[config.mk]
export PLATFORM = sky130hd
export DESIGN_NAME = cdc_top
export DESIGN_NICKNAME = d
export VERILOG_FILES = /design/src/cdc_pkg.sv /design/src/cdc_top.sv /design/src/upload_mux.sv /design/src/dac_gen.sv /design/src/uart_bridge.sv /design/src/pwm_bank.sv /design/src/cmd_parser.sv
export SDC_FILE = /design/constraint.sdc
export NUM_CORES = 1
export LEC_CHECK = 0
export ABC_AREA = 0
export BUFFER_PORTS_ARGS = -buffer_cell sky130_fd_sc_hd__buf_2
export CORE_ASPECT_RATIO = 0.5
export CORE_MARGIN = 3
export CORE_UTILIZATION = 55
export DETAILED_ROUTE_END_ITERATION = 7
export PLACE_DENSITY = 0.72
export SLEW_MARGIN = 10
export SYNTH_ARGS = -nofsm -noshare
export SYNTH_HDL_FRONTEND = slang
export SYNTH_SLANG_ARGS = --single-unit
[constraint.sdc]
create_clock -name clk -period 5.3 [get_ports clk]
set_input_delay 0.265 -clock clk [delete_from_list [all_inputs] [get_ports clk]]
set_output_delay 0.265 -clock clk [all_outputs]
set_load 0.01 [all_outputs]
[src/cdc_pkg.sv]
package cdc_pkg;

    // ========================================
    // widths
    // ========================================
    localparam int PWM_CHANNELS = 8;
    localparam int DAC_W        = 14;

    typedef logic [7:0]       byte_t;
    typedef logic [7:0]       duty_t;
    typedef logic [DAC_W-1:0] dac_code_t;
    typedef logic [2:0]       chan_t;

    // ========================================
    // host frame format
    // ========================================
    // every frame is SOF, cmd, arg0, arg1
    localparam byte_t FRAME_SOF     = 8'hA5;

    localparam byte_t CMD_PWM       = 8'h01;
    localparam byte_t CMD_UART      = 8'h02;
    localparam byte_t CMD_DAC_LEVEL = 8'h03;
    localparam byte_t CMD_DAC_RAMP  = 8'h04;

    localparam byte_t ACK_FLAG      = 8'h80;
    localparam byte_t NAK_BYTE      = 8'hEE;

    // ========================================
    // uart timing
    // ========================================
    localparam int CLKS_PER_BIT    = 8;
    localparam int UART_CNT_W      = $clog2(CLKS_PER_BIT);
    // sample point, counted from one cycle after the start edge is seen
    localparam int UART_MID        = CLKS_PER_BIT / 2 - 1;
    // start, eight data bits, stop
    localparam int UART_FRAME_BITS = 10;

    typedef enum logic [2:0] {
        idle,
        get_cmd,
        get_arg0,
        get_arg1,
        execute
    } parser_state_t;

endpackage
[src/cdc_top.sv]
`timescale 1ns/1ps

module cdc_top import cdc_pkg::*; (
    input  logic                    clk,
    input  logic                    rst_n_i,
    input  byte_t                   usb_data_i,
    input  logic                    usb_data_valid_i,
    output byte_t                   usb_upload_data_o,
    output logic                    usb_upload_valid_o,
    input  logic                    ext_uart_rx_i,
    output logic                    ext_uart_tx_o,
    output logic [PWM_CHANNELS-1:0] pwm_pins_o,
    output dac_code_t               dac_data_o,
    output logic [1:0]              led_o
);

    // parser to register blocks
    logic      pwm_we;
    chan_t     pwm_chan;
    duty_t     pwm_duty;
    logic      dac_we;
    logic      dac_ramp;
    dac_code_t dac_value;

    // uart handshake and receive path
    logic      tx_req;
    logic      tx_ack;
    byte_t     tx_byte;
    byte_t     rx_byte;
    logic      rx_valid;

    byte_t     reply_byte;
    logic      reply_valid;

    // ========================================
    // command decode
    // ========================================
    cmd_parser i_cmd_parser (
        .clk              (clk),
        .rst_n_i          (rst_n_i),
        .usb_data_i       (usb_data_i),
        .usb_data_valid_i (usb_data_valid_i),
        .tx_ack_i         (tx_ack),
        .pwm_we_o         (pwm_we),
        .pwm_chan_o       (pwm_chan),
        .pwm_duty_o       (pwm_duty),
        .dac_we_o         (dac_we),
        .dac_ramp_o       (dac_ramp),
        .dac_value_o      (dac_value),
        .tx_req_o         (tx_req),
        .tx_byte_o        (tx_byte),
        .reply_byte_o     (reply_byte),
        .reply_valid_o    (reply_valid),
        .frame_led_o      (led_o[0])
    );

    // ========================================
    // peripherals
    // ========================================
    pwm_bank i_pwm_bank (
        .clk        (clk),
        .rst_n_i    (rst_n_i),
        .pwm_we_i   (pwm_we),
        .pwm_chan_i (pwm_chan),
        .pwm_duty_i (pwm_duty),
        .pwm_pins_o (pwm_pins_o)
    );

    uart_bridge i_uart_bridge (
        .clk           (clk),
        .rst_n_i       (rst_n_i),
        .tx_req_i      (tx_req),
        .tx_byte_i     (tx_byte),
        .ext_uart_rx_i (ext_uart_rx_i),
        .tx_ack_o      (tx_ack),
        .tx_busy_o     (led_o[1]),
        .ext_uart_tx_o (ext_uart_tx_o),
        .rx_byte_o     (rx_byte),
        .rx_valid_o    (rx_valid)
    );

    dac_gen i_dac_gen (
        .clk         (clk),
        .rst_n_i     (rst_n_i),
        .dac_we_i    (dac_we),
        .dac_ramp_i  (dac_ramp),
        .dac_value_i (dac_value),
        .dac_data_o  (dac_data_o)
    );

    // upload back to host
    upload_mux i_upload_mux (
        .clk                (clk),
        .rst_n_i            (rst_n_i),
        .reply_byte_i       (reply_byte),
        .reply_valid_i      (reply_valid),
        .rx_byte_i          (rx_byte),
        .rx_valid_i         (rx_valid),
        .usb_upload_data_o  (usb_upload_data_o),
        .usb_upload_valid_o (usb_upload_valid_o)
    );

endmodule

[src/upload_mux.sv]
`timescale 1ns/1ps

module upload_mux import cdc_pkg::*; (
    input  logic  clk,
    input  logic  rst_n_i,
    input  byte_t reply_byte_i,
    input  logic  reply_valid_i,
    input  byte_t rx_byte_i,
    input  logic  rx_valid_i,
    output byte_t usb_upload_data_o,
    output logic  usb_upload_valid_o
);

    byte_t reply_q;
    logic  reply_full_q;
    byte_t rx_q;
    logic  rx_full_q;
    byte_t out_data_q;
    logic  out_valid_q;

    // holding slots
    always_ff @(posedge clk) begin
        if (reply_valid_i) begin
            reply_q <= reply_byte_i;
        end
        if (rx_valid_i) begin
            rx_q <= rx_byte_i;
        end
    end

    // ========================================
    // arbitration, reply first
    // ========================================
    always_ff @(posedge clk or negedge rst_n_i) begin
        if (!rst_n_i) begin
            reply_full_q <= 1'b0;
            rx_full_q    <= 1'b0;
            out_valid_q  <= 1'b0;
            out_data_q   <= '0;
        end else begin
            out_valid_q <= reply_full_q || rx_full_q;
            if (reply_full_q) begin
                out_data_q   <= reply_q;
                reply_full_q <= 1'b0;
            end else if (rx_full_q) begin
                out_data_q <= rx_q;
                rx_full_q  <= 1'b0;
            end
            // a new arrival refills the slot just drained
            if (reply_valid_i) begin
                reply_full_q <= 1'b1;
            end
            if (rx_valid_i) begin
                rx_full_q <= 1'b1;
            end
        end
    end

    assign usb_upload_data_o  = out_data_q;
    assign usb_upload_valid_o = out_valid_q;

endmodule

[src/dac_gen.sv]
`timescale 1ns/1ps

module dac_gen import cdc_pkg::*; (
    input  logic      clk,
    input  logic      rst_n_i,
    input  logic      dac_we_i,
    input  logic      dac_ramp_i,
    input  dac_code_t dac_value_i,
    output dac_code_t dac_data_o
);

    logic      ramp_q;
    dac_code_t step_q;
    dac_code_t data_q;

    // ========================================
    // level / ramp register
    // ========================================
    always_ff @(posedge clk or negedge rst_n_i) begin
        if (!rst_n_i) begin
            ramp_q <= 1'b0;
            step_q <= '0;
            data_q <= '0;
        end else if (dac_we_i) begin
            ramp_q <= dac_ramp_i;
            if (dac_ramp_i) begin
                // first step lands right away, from the current level
                step_q <= dac_value_i;
                data_q <= data_q + dac_value_i;
            end else begin
                data_q <= dac_value_i;
            end
        end else if (ramp_q) begin
            // wraps mod 2^14
            data_q <= data_q + step_q;
        end
    end

    assign dac_data_o = data_q;

endmodule

[src/uart_bridge.sv]
`timescale 1ns/1ps

module uart_bridge import cdc_pkg::*; (
    input  logic  clk,
    input  logic  rst_n_i,
    input  logic  tx_req_i,
    input  byte_t tx_byte_i,
    input  logic  ext_uart_rx_i,
    output logic  tx_ack_o,
    output logic  tx_busy_o,
    output logic  ext_uart_tx_o,
    output byte_t rx_byte_o,
    output logic  rx_valid_o
);

    // ========================================
    // transmitter
    // ========================================
    logic                       tx_ack_q;
    logic                       tx_busy_q;
    logic                       tx_line_q;
    logic [UART_FRAME_BITS-1:0] tx_shift_q;
    logic [UART_CNT_W-1:0]      tx_clk_q;
    logic [3:0]                 tx_bit_q;
    logic                       tx_accept;
    logic                       tx_tick;

    assign tx_accept = tx_req_i && !tx_ack_q;
    assign tx_tick   = tx_busy_q && (tx_clk_q == '0);

    always_ff @(posedge clk or negedge rst_n_i) begin
        if (!rst_n_i) begin
            tx_ack_q  <= 1'b0;
            tx_busy_q <= 1'b0;
            tx_line_q <= 1'b1;
            tx_clk_q  <= '0;
            tx_bit_q  <= '0;
        end else begin
            if (tx_accept) begin
                tx_ack_q  <= 1'b1;
                tx_busy_q <= 1'b1;
                tx_clk_q  <= '0;
                tx_bit_q  <= '0;
            end else if (tx_ack_q && !tx_busy_q && !tx_req_i) begin
                // ack held until the stop bit is out
                tx_ack_q <= 1'b0;
            end

            if (tx_busy_q) begin
                if (tx_clk_q == UART_CNT_W'(CLKS_PER_BIT - 1)) begin
                    tx_clk_q <= '0;
                end else begin
                    tx_clk_q <= tx_clk_q + 1'b1;
                end
                if (tx_tick) begin
                    if (tx_bit_q == 4'(UART_FRAME_BITS)) begin
                        tx_busy_q <= 1'b0;
                    end else begin
                        tx_line_q <= tx_shift_q[0];
                        tx_bit_q  <= tx_bit_q + 4'd1;
                    end
                end
            end
        end
    end

    // stop, data lsb first, start
    always_ff @(posedge clk) begin
        if (tx_accept) begin
            tx_shift_q <= {1'b1, tx_byte_i, 1'b0};
        end else if (tx_tick) begin
            tx_shift_q <= {1'b1, tx_shift_q[UART_FRAME_BITS-1:1]};
        end
    end

    assign tx_ack_o      = tx_ack_q;
    assign tx_busy_o     = tx_busy_q;
    assign ext_uart_tx_o = tx_line_q;

    // ========================================
    // receiver
    // ========================================
    logic [1:0]            rx_sync_q;
    logic                  rx_prev_q;
    logic                  rx_s;
    logic                  rx_active_q;
    logic [UART_CNT_W-1:0] rx_clk_q;
    logic [3:0]            rx_bit_q;
    byte_t                 rx_shift_q;
    logic                  rx_valid_q;
    logic                  rx_sample;

    assign rx_s      = rx_sync_q[1];
    assign rx_sample = rx_active_q && (rx_clk_q == UART_CNT_W'(UART_MID));

    always_ff @(posedge clk or negedge rst_n_i) begin
        if (!rst_n_i) begin
            rx_sync_q   <= '1;
            rx_prev_q   <= 1'b1;
            rx_active_q <= 1'b0;
            rx_clk_q    <= '0;
            rx_bit_q    <= '0;
            rx_valid_q  <= 1'b0;
        end else begin
            rx_sync_q  <= {rx_sync_q[0], ext_uart_rx_i};
            rx_prev_q  <= rx_s;
            rx_valid_q <= 1'b0;
            if (!rx_active_q) begin
                // falling edge = start bit
                if (rx_prev_q && !rx_s) begin
                    rx_active_q <= 1'b1;
                    rx_clk_q    <= '0;
                    rx_bit_q    <= '0;
                end
            end else begin
                if (rx_clk_q == UART_CNT_W'(CLKS_PER_BIT - 1)) begin
                    rx_clk_q <= '0;
                end else begin
                    rx_clk_q <= rx_clk_q + 1'b1;
                end
                if (rx_sample) begin
                    rx_bit_q <= rx_bit_q + 4'd1;
                    if (rx_bit_q == '0 && rx_s) begin
                        // start glitch, back to idle
                        rx_active_q <= 1'b0;
                    end else if (rx_bit_q == 4'(UART_FRAME_BITS - 1)) begin
                        rx_active_q <= 1'b0;
                        rx_valid_q  <= rx_s;
                    end
                end
            end
        end
    end

    // data bits only
    always_ff @(posedge clk) begin
        if (rx_sample && rx_bit_q != '0 && rx_bit_q != 4'(UART_FRAME_BITS - 1)) begin
            rx_shift_q <= {rx_s, rx_shift_q[7:1]};
        end
    end

    assign rx_byte_o  = rx_shift_q;
    assign rx_valid_o = rx_valid_q;

endmodule

[src/pwm_bank.sv]
`timescale 1ns/1ps

module pwm_bank import cdc_pkg::*; (
    input  logic                    clk,
    input  logic                    rst_n_i,
    input  logic                    pwm_we_i,
    input  chan_t                   pwm_chan_i,
    input  duty_t                   pwm_duty_i,
    output logic [PWM_CHANNELS-1:0] pwm_pins_o
);

    duty_t                   duty_q   [PWM_CHANNELS];
    duty_t                   active_q [PWM_CHANNELS];
    duty_t                   cnt_q;
    logic                    wrap;
    logic [PWM_CHANNELS-1:0] pins_q;

    assign wrap = (cnt_q == '1);

    // shared period counter
    always_ff @(posedge clk or negedge rst_n_i) begin
        if (!rst_n_i) begin
            cnt_q <= '0;
        end else begin
            cnt_q <= cnt_q + 8'd1;
        end
    end

    // new duty only goes live at wrap, so no glitched period
    always_ff @(posedge clk or negedge rst_n_i) begin
        if (!rst_n_i) begin
            for (int i = 0; i < PWM_CHANNELS; i++) begin
                duty_q[i]   <= '0;
                active_q[i] <= '0;
            end
        end else begin
            if (pwm_we_i) begin
                duty_q[pwm_chan_i] <= pwm_duty_i;
            end
            if (wrap) begin
                active_q <= duty_q;
            end
        end
    end

    // compare stage
    always_ff @(posedge clk or negedge rst_n_i) begin
        if (!rst_n_i) begin
            pins_q <= '0;
        end else begin
            for (int i = 0; i < PWM_CHANNELS; i++) begin
                pins_q[i] <= (cnt_q < active_q[i]);
            end
        end
    end

    assign pwm_pins_o = pins_q;

endmodule

[src/cmd_parser.sv]
`timescale 1ns/1ps

module cmd_parser import cdc_pkg::*; (
    input  logic      clk,
    input  logic      rst_n_i,
    input  byte_t     usb_data_i,
    input  logic      usb_data_valid_i,
    input  logic      tx_ack_i,
    output logic      pwm_we_o,
    output chan_t     pwm_chan_o,
    output duty_t     pwm_duty_o,
    output logic      dac_we_o,
    output logic      dac_ramp_o,
    output dac_code_t dac_value_o,
    output logic      tx_req_o,
    output byte_t     tx_byte_o,
    output byte_t     reply_byte_o,
    output logic      reply_valid_o,
    output logic      frame_led_o
);

    parser_state_t state_q;
    byte_t         cmd_q;
    byte_t         arg0_q;
    byte_t         arg1_q;
    logic          tx_req_q;
    logic          frame_led_q;

    logic in_exec;
    logic is_uart;
    logic cmd_known;
    logic uart_done;
    logic exec_done;

    assign in_exec   = (state_q == execute);
    assign is_uart   = (cmd_q == CMD_UART);
    assign cmd_known = cmd_q inside {CMD_PWM, CMD_UART, CMD_DAC_LEVEL, CMD_DAC_RAMP};
    assign uart_done = tx_req_q && tx_ack_i;
    // uart frames hold execute until the bridge has taken the byte
    assign exec_done = in_exec && (!is_uart || uart_done);

    // ========================================
    // frame FSM
    // ========================================
    always_ff @(posedge clk or negedge rst_n_i) begin
        if (!rst_n_i) begin
            state_q     <= idle;
            cmd_q       <= '0;
            tx_req_q    <= 1'b0;
            frame_led_q <= 1'b0;
        end else begin
            case (state_q)
                idle: begin
                    // hunt for start of frame
                    if (usb_data_valid_i && usb_data_i == FRAME_SOF) begin
                        state_q <= get_cmd;
                    end
                end
                get_cmd: begin
                    if (usb_data_valid_i) begin
                        cmd_q   <= usb_data_i;
                        state_q <= get_arg0;
                    end
                end
                get_arg0: begin
                    if (usb_data_valid_i) begin
                        state_q <= get_arg1;
                    end
                end
                get_arg1: begin
                    if (usb_data_valid_i) begin
                        state_q <= execute;
                    end
                end
                execute: begin
                    // host bytes are dropped here
                    if (exec_done) begin
                        state_q <= idle;
                    end
                end
                default: state_q <= idle;
            endcase

            // four-phase req, wait for the previous ack to clear first
            if (in_exec && is_uart) begin
                if (uart_done) begin
                    tx_req_q <= 1'b0;
                end else if (!tx_ack_i) begin
                    tx_req_q <= 1'b1;
                end
            end

            if (exec_done && cmd_known) begin
                frame_led_q <= ~frame_led_q;
            end
        end
    end

    // argument bytes
    always_ff @(posedge clk) begin
        if (usb_data_valid_i && state_q == get_arg0) begin
            arg0_q <= usb_data_i;
        end
        if (usb_data_valid_i && state_q == get_arg1) begin
            arg1_q <= usb_data_i;
        end
    end

    // ========================================
    // dispatch
    // ========================================
    assign pwm_we_o    = in_exec && (cmd_q == CMD_PWM);
    assign pwm_chan_o  = arg0_q[2:0];
    assign pwm_duty_o  = arg1_q;

    assign dac_we_o    = in_exec && (cmd_q == CMD_DAC_LEVEL || cmd_q == CMD_DAC_RAMP);
    assign dac_ramp_o  = (cmd_q == CMD_DAC_RAMP);
    // level code or ramp step, same packing
    assign dac_value_o = {arg0_q[5:0], arg1_q};

    assign tx_req_o    = tx_req_q;
    assign tx_byte_o   = arg0_q;

    assign reply_valid_o = exec_done;
    assign reply_byte_o  = cmd_known ? (cmd_q | ACK_FLAG) : NAK_BYTE;
    assign frame_led_o   = frame_led_q;

endmodule

==> results.json <==
{
  "post-route-period-util": 0.5653,
  "port_buffers": 45,
  "syn-cell-area_mm2": 0.01291,
  "rsz0062_at_grt": "false",
  "mostFrequentLayoutCell": "dfrtp_1",
  "fin_cells": 1510,
  "finalWirelength_um": 26690,
  "drv_slew": 0,
  "fin_ws_ps": 2304,
  "cpPeakStageDelay_ps": 640,
  "synth_edf_count": 47,
  "antennaDiodeCount": 0,
  "dp_hpwl_um": 17690,
  "first_pass_iters": 5,
  "yosysWarnings": 0,
  "grt_max_degree": 121,
  "die_y_um": 114.3,
  "wl_met1_um": 12990,
  "clkSlewWorstSetupHoldPaths_ps": 60,
  "critical_path.slowest_cell": "nand2_1",
  "cts_tree": "yes",
  "cp-start-kind": "flop",
  "wl_met3_um": 1013,
  "cts-root-buf": "clkbuf_16",
  "setup.worst_path.class": "flop to flop",
  "vias": 8637,
  "hold_path.class": "primary input to flop",
  "fmax_ghz": 0.3338,
  "drt-initial-drc-count": 506,
  "fill_cells": 1754,
  "start_util": 0.5775,
  "final_hold_viol_count": 0,
  "place_inst": 1455,
  "final_antenna_net_count": 0,
  "cts-resized-gates": 0,
  "syn_inst": 1147,
  "clkLatencyLatePin_ps": 530,
  "status": "completed",
  "drive_gt1_frac": 0.1661,
  "setup-violations-final": 0,
  "maxCapViolCount": 0,
  "synth_flop_cell": "dfrtp_1",
  "drc": 0,
  "period_needed_ps": 2996,
  "top_layer": "met4",
  "syn-num-nets": 1255,
  "powerDensity_mw_per_mm2": 361.7,
  "peakVddDrop_mv": 0.2139,
  "post-place-ws_ps": 2330,
  "synthTopCellsByArea": "dfrtp_1, edfxtp_1, ha_1, mux2_2, o21ai_0",
  "antenna_found_initial": 0,
  "synth_seq_area_share": 0.5359,
  "worst_pin_slew_ps": 972.2,
  "leakagePower_nw": 6.622,
  "seqCellArea_mm2": 0.006917,
  "grt_pass1_wl_um": 45020,
  "clock_path_buffers": 3,
  "io_pins": 46,
  "finalClockSkew_ps": 14.71,
  "avgSynthCellArea_um2": 11.25,
  "htree_levels": 1,
  "worst-path-max-fanout": 16,
  "postCtsSetupBuffers": 0,
  "avgRoutedWirePerCell_um": 17.68,
  "area_delta_synth_final_pct": 10.62,
  "core-area_mm2": 0.02235,
  "multi_input_area_mm2": 0.005540,
  "num-nets-final": 1300,
  "first_global_vias": 8772,
  "ys_ff_latch": 267,
  "synth_cell_types": 67,
  "synth_area_leader_cell": "dfrtp_1",
  "slew-limit-headroom": 0.3519,
  "setup_tns_ps": 0,
  "required_ps": 5720,
  "grt_usage": 0.2173,
  "wl_met2_um": 12090,
  "place_congestion": 0.8694,
  "final_cell_mix": "dfrtp_1, nand2_1, o21ai_0, ha_1, mux2_2",
  "grt.overflow.total": 0,
  "cp-end-kind": "flop",
  "fp.dieW_um": 222.6,
  "synthArstFlopShare": 0.8202,
  "core.rowCount": 38,
  "cp.arrival_ps": 3410,
  "vias_per_cell": 5.720,
  "synth_top_area_frac": 0.4169,
  "cts_made_buffers": 25,
  "design.die.area_mm2": 0.02545,
  "hold_buffers": 10,
  "path_cells": "or4_4, or2_2, nor2_1, nand2_1, mux2_2",
  "clkSinkCount": 267
}
-- state kept, by name, indices dropped and copies added (netlist names), 7 cells and up --
signal / count
i_pwm_bank.active_q: 64
i_pwm_bank.duty_q: 64
i_dac_gen.dac_data_o: 14
i_dac_gen.step_q: 14
i_uart_bridge.tx_shift_q: 9
i_cmd_parser.cmd_q: 8
i_cmd_parser.pwm_duty_o: 8
i_cmd_parser.tx_byte_o: 8
i_pwm_bank.cnt_q: 8
i_pwm_bank.pwm_pins_o: 8
i_uart_bridge.rx_byte_o: 8
i_upload_mux.rx_q: 8
i_upload_mux.usb_upload_data_o: 8
i_upload_mux.reply_q: 7
-- cell type report --
type,instances,share of cell area
sequential,267,0.4844
clock buffer,36,0.04811
multi-input combinational,762,0.3880
inverter,76,0.01998
tap,300,0.02629
clock inverter,9,0.007011
timing repair buffer,60,0.02612
-- metrics by stage --
stage | util | hold WS (ps) | total power, mW | area (um^2)
final | 0.6389 | 88.70 | 5.164 | 14280
after CTS | 0.6389 | 70.01 | 5.206 | 14280
after global placement | 0.5992 | 346.5 | 3.390 | 13390
after detailed placement | 0.5992 | 350.4 | 3.432 | 13390
after floorplan | - | -30.59 | 3.138 | 12910
after global routing | 0.6389 | 113.6 | 5.448 | 14280
-- worst paths after layout --
kind / from / end / slack, ps / depth (start not counted)
min in group asynchronous: rst_n_i / i_dac_gen.dac_data_o[12] / 420 / 2
min: usb_data_valid_i / i_cmd_parser.state_q[1] / 90 / 4
max reg2reg: i_cmd_parser.cmd_q[5] / i_dac_gen.step_q[2] / 2300 / 5
min reg2reg: i_uart_bridge.rx_sync_q[0] / i_uart_bridge.rx_sync_q[1] / 360 / 0
max: i_cmd_parser.cmd_q[5] / i_dac_gen.step_q[2] / 2300 / 5
max in group asynchronous: rst_n_i / i_pwm_bank.active_q[14] / 3600 / 3
-- synth_stat cells, types with 3 or more instances --
library cell	instances
dfrtp_1	215
nand2_1	129
o21ai_0	102
ha_1	94
mux2_2	93
inv_1	76
edfxtp_1	47
a21oi_1	46
nor2_1	38
clkbuf_1	31
nor3_1	27
a21o_1	25
nand3_1	24
xnor2_1	18
mux2i_1	14
nand2b_1	14
nor2b_1	12
xor2_1	12
a211o_1	11
a31oi_1	8
buf_1	8
a211oi_1	7
and3_1	6
nand4_1	5
o21bai_1	5
o22ai_1	5
o31ai_1	5
or2_2	5
dfstp_2	4
nand3b_1	4
nor3b_1	4
and2_1	3
o211ai_1	3
o21a_1	3
-- routing by layer --
| layer | GRT usage | up-vias |
|---|---|---|
| met2 | 0.3521 | 155 |
| li1 | - | 4132 |
| met1 | 0.3098 | 4300 |
| met3 | 0.03637 | 50 |
| met5 | 0 | - |
| met4 | 0.05541 | 0 |
-- where the power goes --
group,leakage [nW],internal [mW],switching [mW]
clock,0.390,1.00,0.760
combinational,2.85,0.359,0.490
sequential,3.39,2.32,0.236
total,6.62,3.68,1.49
-- critical path: cells and delay by family, from the launching register on --
family           cells  cell delay, ps
and+or+nand+nor      4            2020
muxes                1             470
DFF                  1             380
-- kinds of logic (layout without fill, tap and decap cells) --
kind of cell / count (synthesis) / in the layout / share of synthesized area
compound gates: 238 / 238 / 0.1110
xor+xnor: 30 / 30 / 0.02036
fa+ha+maj: 96 / 96 / 0.09423
buf+inv: 118 / 181 / 0.03500
flops: 267 / 267 / 0.5359
mux: 108 / 108 / 0.09287
other cells: 1 / 1 / 0.0002906
simple gates: 289 / 289 / 0.1103
(Power assumes the default switching activity.)
